==> src/pd_pkg.sv <==
// USB PD sink package with timing constants, message types, FSM states and message structs
package pd_pkg;

	// ==============================
	// Timing in clock cycles
	// ==============================

	// Scaled down for simulation
	localparam integer POWER_ON_WAIT = 200;
	localparam integer GOODCRC_DELAY = 30;
	localparam integer RESP_TIMEOUT  = 2000;

	localparam integer TIMER_W = 12;
	localparam integer NUM_PDO = 7;

	// ==============================
	// Message and event codes
	// ==============================

	// Source_Capabilities also uses code 1, with one or more objects
	typedef enum logic [4:0] {
		MT_GOODCRC = 5'd1,
		MT_REQUEST = 5'd2,
		MT_ACCEPT  = 5'd3,
		MT_PS_RDY  = 5'd6
	} pd_msg_type_e;

	typedef enum logic [2:0] {
		EV_NONE,
		EV_SRC_CAP,
		EV_GOODCRC,
		EV_ACCEPT,
		EV_PS_RDY,
		EV_OTHER
	} pd_rx_event_e;

	typedef enum logic [3:0] {
		ST_PON,
		ST_CC_CHECK,
		ST_PON_WAIT,
		ST_WAIT_CAP,
		ST_CAP_ACK,
		ST_CAP_ACK_DONE,
		ST_REQ_SEND,
		ST_REQ_CRC,
		ST_WAIT_ACCEPT,
		ST_ACCEPT_ACK,
		ST_WAIT_PS_RDY,
		ST_PS_RDY_ACK,
		ST_READY,
		ST_IDLE,
		ST_ERROR
	} pd_state_e;

	// ==============================
	// Messages to and from the PHY
	// ==============================
	typedef struct packed {
		logic                     crc_ok;
		logic                     pkg_ok;
		pd_msg_type_e             msg_type;
		logic [2:0]               num_obj;
		logic [NUM_PDO-1:0][31:0] words;
	} pd_rx_msg_t;

	typedef struct packed {
		logic [4:0]  msg_type;
		logic [2:0]  num_obj;
		logic [31:0] word0;
	} pd_tx_msg_t;

endpackage

==> src/pd_rx_decode.sv <==
// Receive decoder turning each valid PHY message into a single-cycle event
`timescale 1ns/10ps

module pd_rx_decode
	import pd_pkg::*;
(
	input  logic         glb_clk,
	input  logic         glb_nrst,
	input  pd_rx_msg_t   rx_msg,
	input  logic         rx_busy,
	output pd_rx_event_e rx_event
);

	logic msg_valid;
	logic msg_valid_q;

	assign msg_valid = rx_busy & rx_msg.crc_ok & rx_msg.pkg_ok;

	always_ff @(posedge glb_clk) begin
		if (!glb_nrst) begin
			msg_valid_q <= 1'b0;
			rx_event <= EV_NONE;
		end else begin
			msg_valid_q <= msg_valid;
			// Only the first valid cycle of a message counts
			if (msg_valid && !msg_valid_q) begin
				case (rx_msg.msg_type)
					MT_GOODCRC: begin
						if (rx_msg.num_obj != 3'd0) begin
							rx_event <= EV_SRC_CAP;
						end else begin
							rx_event <= EV_GOODCRC;
						end
					end
					MT_ACCEPT: rx_event <= EV_ACCEPT;
					MT_PS_RDY: rx_event <= EV_PS_RDY;
					default:   rx_event <= EV_OTHER;
				endcase
			end else begin
				rx_event <= EV_NONE;
			end
		end
	end

	// ==============================
	// Assertions
	// ==============================

	// One message never yields back-to-back events
	a_event_single: assert property (
		@(posedge glb_clk) disable iff (!glb_nrst)
		(rx_event != EV_NONE) |=> (rx_event == EV_NONE)
	);

endmodule

==> src/pd_pdo_select.sv <==
// Source capability store, fixed supply match and request data object build
`timescale 1ns/10ps

module pd_pdo_select
	import pd_pkg::*;
#(
	parameter logic [9:0] target_mv50 = 10'd100
)(
	input  logic         glb_clk,
	input  logic         glb_nrst,
	input  pd_rx_event_e rx_event,
	input  pd_rx_msg_t   rx_msg,
	output logic [31:0]  rdo,
	output logic         rdo_ok
);

	logic [NUM_PDO-1:0][31:0] cap_words;
	logic [2:0]               cap_num;
	logic                     search_pend;
	logic                     hit;
	logic [2:0]               hit_idx;
	logic [31:0]              hit_pdo;

	// Capability payload
	always_ff @(posedge glb_clk) begin
		if (rx_event == EV_SRC_CAP) begin
			cap_words <= rx_msg.words;
		end
	end

	always_ff @(posedge glb_clk) begin
		if (!glb_nrst) begin
			cap_num <= 3'd0;
			search_pend <= 1'b0;
			rdo_ok <= 1'b0;
		end else if (rx_event == EV_SRC_CAP) begin
			cap_num <= rx_msg.num_obj;
			search_pend <= 1'b1;
			rdo_ok <= 1'b0;
		end else if (search_pend) begin
			search_pend <= 1'b0;
			rdo_ok <= hit;
		end
	end

	// Walk downwards so the lowest matching index wins
	always_comb begin
		hit = 1'b0;
		hit_idx = 3'd0;
		for (int i = NUM_PDO - 1; i >= 0; i--) begin
			if ((i < int'(cap_num)) && (cap_words[i][19:10] == target_mv50)) begin
				hit = 1'b1;
				hit_idx = 3'(i);
			end
		end
	end

	assign hit_pdo = cap_words[hit_idx];

	// Object position, then max and operating current from the PDO
	always_ff @(posedge glb_clk) begin
		if (search_pend) begin
			rdo <= {1'b0, hit_idx + 3'd1, 8'd0, hit_pdo[9:0], hit_pdo[9:0]};
		end
	end

	// ==============================
	// Assertions
	// ==============================
	a_rdo_position: assert property (
		@(posedge glb_clk) disable iff (!glb_nrst)
		rdo_ok |-> (rdo[30:28] != 3'd0)
	);

endmodule

==> src/pd_sink_fsm.sv <==
// USB PD sink policy FSM with delay and timeout counter, transmit control and status
`timescale 1ns/10ps

module pd_sink_fsm
	import pd_pkg::*;
(
	input  logic         glb_clk,
	input  logic         glb_nrst,
	input  pd_rx_event_e rx_event,
	input  logic         rx_busy,
	input  logic [31:0]  rdo,
	input  logic         rdo_ok,
	input  logic         cc_lock,
	input  logic         phy_discon,
	input  logic         tx_busy,
	output logic         tx_start,
	output pd_tx_msg_t   tx_msg,
	output logic         cc_check,
	output logic         pd_ready,
	output logic         pd_error
);

	pd_state_e          state;
	logic [TIMER_W-1:0] timer;
	logic               tx_wait;
	logic               delay_done;
	logic               resp_expired;

	logic               send_state;
	pd_state_e          send_next;
	pd_tx_msg_t         send_msg;

	logic               wait_state;
	pd_rx_event_e       wait_ev;
	pd_state_e          wait_next;

	assign delay_done   = (timer >= TIMER_W'(GOODCRC_DELAY));
	assign resp_expired = (timer >= TIMER_W'(RESP_TIMEOUT));

	// Transmit states and what they send
	always_comb begin
		send_state = 1'b1;
		send_next = ST_PON;
		send_msg = '{msg_type: MT_GOODCRC, num_obj: 3'd0, word0: 32'd0};
		case (state)
			ST_CAP_ACK:    send_next = ST_CAP_ACK_DONE;
			ST_REQ_SEND: begin
				send_next = ST_REQ_CRC;
				send_msg = '{msg_type: MT_REQUEST, num_obj: 3'd1, word0: rdo};
			end
			ST_ACCEPT_ACK: send_next = ST_WAIT_PS_RDY;
			ST_PS_RDY_ACK: send_next = ST_READY;
			default:       send_state = 1'b0;
		endcase
	end

	// Response waits and the event each one expects
	always_comb begin
		wait_state = 1'b1;
		wait_ev = EV_NONE;
		wait_next = ST_IDLE;
		case (state)
			ST_REQ_CRC: begin
				wait_ev = EV_GOODCRC;
				wait_next = ST_WAIT_ACCEPT;
			end
			ST_WAIT_ACCEPT: begin
				wait_ev = EV_ACCEPT;
				wait_next = ST_ACCEPT_ACK;
			end
			ST_WAIT_PS_RDY: begin
				wait_ev = EV_PS_RDY;
				wait_next = ST_PS_RDY_ACK;
			end
			default: wait_state = 1'b0;
		endcase
	end

	// ==============================
	// Main FSM
	// ==============================
	always_ff @(posedge glb_clk) begin
		if (!glb_nrst) begin
			state <= ST_PON;
			timer <= '0;
			tx_start <= 1'b0;
			tx_wait <= 1'b0;
		end else begin
			// End of transmit is seen in any state
			if (tx_wait && !tx_busy) begin
				tx_wait <= 1'b0;
			end

			if (send_state) begin
				if (tx_start) begin
					if (tx_busy) begin
						tx_start <= 1'b0;
						tx_wait <= 1'b1;
						timer <= '0;
						state <= send_next;
					end
				end else if (tx_wait) begin
					timer <= '0;
				end else if (!delay_done) begin
					timer <= timer + 1'b1;
				end else if (!rx_busy) begin
					tx_start <= 1'b1;
					tx_msg <= send_msg;
				end
			end else if (wait_state) begin
				if (rx_event == wait_ev) begin
					timer <= '0;
					state <= wait_next;
				end else if (tx_wait) begin
					timer <= '0;
				end else if (resp_expired) begin
					state <= ST_IDLE;
				end else begin
					timer <= timer + 1'b1;
				end
			end else begin
				case (state)
					ST_PON: begin
						timer <= '0;
						tx_start <= 1'b0;
						tx_wait <= 1'b0;
						state <= ST_CC_CHECK;
					end
					ST_CC_CHECK: begin
						if (cc_lock) begin
							timer <= '0;
							state <= ST_PON_WAIT;
						end
					end
					ST_PON_WAIT: begin
						if (timer >= TIMER_W'(POWER_ON_WAIT)) begin
							timer <= '0;
							state <= ST_WAIT_CAP;
						end else begin
							timer <= timer + 1'b1;
						end
					end
					// Source repeats its capabilities until answered
					ST_WAIT_CAP: begin
						if (rx_event == EV_SRC_CAP) begin
							timer <= '0;
							state <= ST_CAP_ACK;
						end
					end
					ST_CAP_ACK_DONE: begin
						timer <= '0;
						if (!tx_wait) begin
							state <= rdo_ok ? ST_REQ_SEND : ST_ERROR;
						end
					end
					ST_READY, ST_IDLE: begin
						if (phy_discon) begin
							state <= ST_PON;
						end
					end
					// Stays here until reset
					ST_ERROR: begin
						tx_start <= 1'b0;
					end
					default: state <= ST_PON;
				endcase
			end
		end
	end

	assign cc_check = (state == ST_CC_CHECK);
	assign pd_ready = (state == ST_READY) && !tx_wait;
	assign pd_error = (state == ST_ERROR);

	// ==============================
	// Assertions
	// ==============================

	// PHY may sample the message on any cycle of the start request
	a_tx_msg_stable: assert property (
		@(posedge glb_clk) disable iff (!glb_nrst)
		tx_start |=> (!tx_start || $stable(tx_msg))
	);

	a_no_tx_in_error: assert property (
		@(posedge glb_clk) disable iff (!glb_nrst)
		!(tx_start && pd_error)
	);

endmodule

==> src/pd_sink_top.sv <==
// USB PD sink policy engine top level joining decoder, PDO selector and FSM
`timescale 1ns/10ps

module pd_sink_top
	import pd_pkg::*;
#(
	parameter logic [9:0] target_mv50 = 10'd100
)(
	input  logic       glb_clk,
	input  logic       glb_nrst,
	input  pd_rx_msg_t rx_msg,
	input  logic       rx_busy,
	input  logic       tx_busy,
	output logic       tx_start,
	output pd_tx_msg_t tx_msg,
	input  logic       cc_lock,
	input  logic       phy_discon,
	output logic       cc_check,
	output logic       pd_ready,
	output logic       pd_error
);

	pd_rx_event_e rx_event;
	logic [31:0]  rdo;
	logic         rdo_ok;

	pd_rx_decode u_rx_decode (
		.glb_clk  (glb_clk),
		.glb_nrst (glb_nrst),
		.rx_msg   (rx_msg),
		.rx_busy  (rx_busy),
		.rx_event (rx_event)
	);

	pd_pdo_select #(
		.target_mv50 (target_mv50)
	) u_pdo_select (
		.glb_clk  (glb_clk),
		.glb_nrst (glb_nrst),
		.rx_event (rx_event),
		.rx_msg   (rx_msg),
		.rdo      (rdo),
		.rdo_ok   (rdo_ok)
	);

	pd_sink_fsm u_sink_fsm (
		.glb_clk    (glb_clk),
		.glb_nrst   (glb_nrst),
		.rx_event   (rx_event),
		.rx_busy    (rx_busy),
		.rdo        (rdo),
		.rdo_ok     (rdo_ok),
		.cc_lock    (cc_lock),
		.phy_discon (phy_discon),
		.tx_busy    (tx_busy),
		.tx_start   (tx_start),
		.tx_msg     (tx_msg),
		.cc_check   (cc_check),
		.pd_ready   (pd_ready),
		.pd_error   (pd_error)
	);

endmodule

==> config.mk <==
export PLATFORM = sky130hd
export DESIGN_NAME = pd_sink_top
export DESIGN_NICKNAME = d
export VERILOG_FILES = /design/src/pd_pkg.sv /design/src/pd_rx_decode.sv /design/src/pd_pdo_select.sv /design/src/pd_sink_fsm.sv /design/src/pd_sink_top.sv
export SDC_FILE = /design/constraint.sdc
export NUM_CORES = 1
export LEC_CHECK = 0
export ABC_AREA = 1
export BUFFER_PORTS_ARGS = -buffer_cell sky130_fd_sc_hd__buf_2
export CORE_ASPECT_RATIO = 0.7
export CORE_MARGIN = 4
export CORE_UTILIZATION = 35
export DETAILED_ROUTE_END_ITERATION = 12
export PLACE_DENSITY = 0.61
export SYNTH_ARGS = -nofsm -noshare
export SYNTH_HDL_FRONTEND = slang
export SYNTH_HIERARCHICAL = 1
export SYNTH_SLANG_ARGS = --single-unit
==> constraint.sdc <==
create_clock -name glb_clk -period 28.3 [get_ports glb_clk]
set_input_delay 2.83 -clock glb_clk [delete_from_list [all_inputs] [get_ports glb_clk]]
set_output_delay 2.83 -clock glb_clk [all_outputs]
set_load 0.02 [all_outputs]
Word-level counts from Yosys, hierarchy flattened
Index checks and enable logic that the tools add are counted.
W data, S select, Z words.

operators by class
  $add $sub $neg = 2
  $lt $le $gt $ge = 11
  equality and inequality tests = 40
  mux-type cells = 66
  bitwise logic cells = 6
  reduce and logical (&&, ||, !) cells = 28

operators by type and width
  kind                     number
  $mux W12                 12
  $bmux W32 S3             1
  $eq A10 B7 Y1 const B    7
  $mux W4                  13
  $pmux W12 S4             1
  $mux W37                 1
  $eq A4 B4 Y1 const B     7
  $pmux W4 S7              1
  $pmux W3 S3              3
  $mux W1                  24
  $mux W3                  7
  $ne A4 B2 Y1 const B     5
  $eq A4 B3 Y1 const B     4
  $pmux W4 S4              1
  $add A12 B1 Y12 const B  1
  $ge A12 B11 Y1 const B   1
  $ge A12 B5 Y1 const B    1
  $ge A12 B8 Y1 const B    1
  $reduce_and A6 Y1        2
  $logic_and A1 B1 Y1      10
  $mux W10                 1
  $reduce_and A10 Y1       1
  $lt A3 B3 Y1 const A     3
  $eq A4 B2 Y1 const B     2
  other kinds (29)         43

storage, ports and cells
  register bits after elaboration = 305
  input bits = 240

Logic depth before layout (Yosys ltp)
  depth after elaboration = 11
  depth in mapped cells = 15
  depth with buffers taken out = 14

Cells and area by module
The synthesis kept the hierarchy.

by module, submodules not included
  module         instances  cells an instance  area an instance (sq um)  sequential area each (sq um)
  pd_pdo_select  1          533                6427.4                    4694.5
  pd_sink_fsm    1          369                2835.2                    1381.3
  pd_rx_decode   1          30                 195.2                     80.1

Least setup slack after synthesis
Ideal clock, no wire load.

  kind = flip-flop to flip-flop
  start = register u_rx_decode.rx_event[0]
  end = register u_pdo_select/cap_words[0] (netlist bit) (enable)
  setup time = 0.816 ns
  data arrival time = 9.912 ns
  required time = 27.484 ns
  setup slack = 17.572 ns
  stages on the path, launching flop included = 3
  path buffers = 0
  period minus slack after synthesis = 10.728 ns
  cells stage by stage = dfxtp_1 -> inv_1 -> nor3_1

between the ends
  cells in the longest elaborated chain, start to end = 1

RTL lines
  element                   RTL line             source
  start: declaration        pd_rx_decode.sv:11   output pd_rx_event_e rx_event
  start signal: assignment  pd_rx_decode.sv:22   rx_event <= EV_NONE;
  start signal: assignment  pd_rx_decode.sv:30   rx_event <= EV_SRC_CAP;
  start signal: assignment  pd_rx_decode.sv:32   rx_event <= EV_GOODCRC;
  $eq A3 B1 Y1              pd_pdo_select.sv:26  if (rx_event == EV_SRC_CAP) begin
  end signal: assignment    pd_pdo_select.sv:27  cap_words <= rx_msg.words;
  end: declaration          pd_pdo_select.sv:17  logic [NUM_PDO-1:0][31:0] cap_words;

No other way between the ends.
A chain may end at the register's enable or synchronous reset.

Worst setup path after layout
  start = register u_sink_fsm.state[0]
  end = output port cc_check

between the ends
  cells in the longest elaborated chain, start to end = 1

RTL lines
  element                   RTL line            source
  start: declaration        pd_sink_fsm.sv:23   pd_state_e state;
  start signal: assignment  pd_sink_fsm.sv:100  state <= send_next;
  start signal: assignment  pd_sink_fsm.sv:113  state <= wait_next;
  start signal: assignment  pd_sink_fsm.sv:153  state <= rdo_ok ? ST_REQ_SEND : ST_ERROR;
  $eq A4 B1 Y1              pd_sink_fsm.sv:171  assign cc_check = (state == ST_CC_CHECK);
  end: declaration          pd_sink_top.sv:18   output logic cc_check,

No other way between the ends.

==> results by group <==
Place
  • # placed instances: 1,455
  • Setup WS pre-CTS: 23.86 ns
  • Routability cong.: 0.874
  • Placed cell area: 10,600 µm²
  • IO buf count: 194
  • HPWL after DPL: 14,800 µm

Global route
  • Gr usage total: 0.137
  • First-pass GRT wire length: 32,700 µm
  • Pin count of the biggest net entering global routing: 85
  • Number of global-route vias before repair: 6,085
  • Gr ovfl total: 0
  • Initial antenna violation count: 1

Die
  • # rows: 50
  • Ports: 284
  • Core Footprint: 26,700 µm²
  • Die Ht: 146 µm
  • Die width: 204 µm
  • Total die area: 29,800 µm²
  • Initial Util: 0.355

Clocking
  • CTS Sinks: 214
  • CTS HTree Levels: 1
  • TritonCTS buffer count: 23
  • CTS tree: built
  • CTS Root Cell: clkbuf_16
  • Clock Latency Late Sink: 0.53 ns
  • CTS clk-pin slew, worst paths: 0.06 ns
  • CTS resizes: 0
  • Post-CTS Hold Fix Bufs: 0
  • Clock Path Buffers: 3
  • Setup Fix Bufs, Post-CTS: 0

Critical path
  • Crit start category: flop
  • Worst Setup End Kind: output port
  • CP Launch Point: u_sink_fsm/state[0]
  • Top fanout value on the critical path: 8
  • Crit-path slowest cell: dfxtp_1
  • Slowest stage delay, CP: 0.60 ns
  • Type of the worst setup path: flop to output port
  • Cells along the critical path: inv_1, nor2_1, inv_1, nor2_1, buf_2
  • Critical Path RT: 25.47 ns
  • WP data arrival: 1.91 ns
  • Reg-to-Reg Start: u_pdo_select/cap_words[140]

Power
  • Pleak: 5.02 nW
  • VDD IR max: 46.9 µV
  • Net Switching: 0.189 mW
  • Gate power share: 0.106
  • Cell Int Power: 0.584 mW
  • Switching Share: 0.244
  • PD cells: 67.5 nW/µm²
  • Sequential share of power: 0.466
  • Proportion of power drawn by the clock network: 0.428

Yosys
  • Cell area after synthesis: 9460 µm²
  • Top cell type's share of synthesized area: 0.594
  • Area leader, netlist: edfxtp_1
  • Synth Instances: 932
  • Post-synth top flop: edfxtp_1
  • Yosys cell types: 41
  • Mapped Avg Cell Area: 10.1 µm²
  • Async set-reset flop share out of synthesis: 0
  • Synth warnings: 6
  • Post-synth EDFFs: 187
  • Sequential-to-total area share from yosys stat: 0.651
  • Top post-synthesis cells by area: edfxtp_1 (59%), inv_1 (7.0%), nand3_1 (6.6%)
  • #FFs+latches synth: 214

Detailed routing
  • Via/cell ratio: 4.33
  • # DRC: 0
  • Wire per inst: 13.9 µm
  • Final WL: 20,800 µm
  • Via count: 6,479
  • Routed Antenna Nets: 0
  • Initial DRC Count: 375
  • Total iterations of the first detailed-routing run: 4

STA
  • Max-slew headroom: 0.320
  • Final setup violation count: 0
  • RSZ-0062 raised after global routing: no
  • Final min period: 4.74 ns
  • Final hold violation count: 0
  • Max Fclk: 0.211 GHz
  • Fin Setup TNS: 0 ns
  • Post-route clock period utilization: 0.167
  • Worst-Margin Slew: 1.02 ns
  • Slew Viols, Final: 0
  • Layout Skew: 0.0119 ns
  • Crit path setup slack, layout: 23.56 ns

Finish
  • Commonest non-fill, non-tap cell in the layout: buf_2
  • FF+latch area: 6160 µm²
  • Share of cells above drive strength 1: 0.235
  • Net count, final: 1,359
  • Post-Layout Cell Count: 1,498
  • Multi-input gate area: 2310 µm²
  • Fin area: 11,500 µm²
  • P&R area growth vs syn: 21.1%
  • Fill count: 2,598
  • Commonest non-fill, non-tap cells in the layout: buf_2 (194), edfxtp_1 (187), inv_1 (177)

Hold path
  • Hold_sp: u_sink_fsm/timer[11]
  • Hold Crit Class: flop to flop

Outcome
  • Status: complete, no violations

Job
  • Number of max-cap violations: 0
[layout make-up]
type                            count  share of cell area
Multi-Input combinational cell    494               0.202
Clock inverter                     17              0.0221
Tap cell                          364              0.0398
Clock buffer                       25              0.0509
Antenna cell                        1            0.000218
Inverter                          186              0.0610
Sequential cell                   214               0.537
Timing Repair Buffer              197              0.0867
[metal layers]
metal  routed length (µm)  global-route usage  vias to the layer above
met2                 8700               0.197                      183
met3                 1400              0.0352                       26
met1                10300               0.209                     2931
met4                  411              0.0285                        0
li1                     -                   -                     3339
met5                    0                   0                        -
[registers in the layout (all words and copies together), names as in the netlist]
| signal | count |
|---|---|
| u_pdo_select/rdo | 13 |
| u_pdo_select/search_pend | 1 |
| u_sink_fsm/tx_start | 1 |
| u_sink_fsm/state | 4 |
| u_sink_fsm/timer | 12 |
| u_pdo_select/cap_words | 140 |
| u_rx_decode/rx_event | 3 |
| u_sink_fsm/tx_wait | 1 |
| u_rx_decode/msg_valid_q | 1 |
| u_pdo_select/rdo_ok | 1 |
| u_sink_fsm/tx_msg | 34 |
| u_pdo_select/cap_num | 3 |
[worst max-delay path, delay by kind of cell, from the launching register on]
| kind | cells | cell delay [ns] |
|---|---|---|
| simple gates | 2 | 0.33 |
| buf+inv | 3 | 0.45 |
| flops | 1 | 0.60 |
[kinds of logic after synthesis]
logic type	Yosys count	synth area share
XOR/XNOR	2	0.00185
AND/OR/NAND/NOR	448	0.214
adder cells (fa/ha/maj)	3	0.00397
other	2	0.000794
buffers and inverters	236	0.110
AO/OA/AOI/OAI	27	0.0180
flip-flops	214	0.651
[synthesized netlist by cell type (all sizes together) (2+ instances only)]
| cell type | n |
|---|---|
| nor2 | 126 |
| dfxtp | 27 |
| nor2b | 2 |
| o21ai | 14 |
| edfxtp | 187 |
| inv | 185 |
| clkbuf | 2 |
| nand3b | 3 |
| nand4 | 10 |
| nand3 | 130 |
| buf | 48 |
| conb | 2 |
| nor3 | 9 |
| a21oi | 10 |
| ha | 3 |
| nand2 | 164 |
[power groups by stage]
stage	clock, mW	sequential [mW]	combinational [mW]
after global placement	0	0.367	0.0807
after detailed placement	0	0.367	0.0818
after global routing	0.356	0.361	0.0940
after CTS	0.342	0.360	0.0821
after floorplan	0	0.364	0.0620
final	0.331	0.360	0.0820
[stage by stage]
stage | util | power (mW) | hold slack (ns)
after floorplan | - | 0.426 | 0.443
after detailed placement | 0.398 | 0.449 | 0.485
after global routing | 0.430 | 0.811 | 0.519
final | 0.430 | 0.773 | 0.498
after global placement | 0.398 | 0.447 | 0.476
after CTS | 0.430 | 0.784 | 0.495
[path summary, 6_finish.rpt]
kind | endpoint | slack [ns] | depth (start not counted)
worst min register to register | u_sink_fsm/timer[11] | 0.50 | 2
worst min-delay path | u_sink_fsm/timer[11] | 0.50 | 2
worst max register to register | u_pdo_select/rdo[15] | 25.15 | 12
worst max-delay path | cc_check | 23.56 | 5
(Power assumes the default switching activity.)
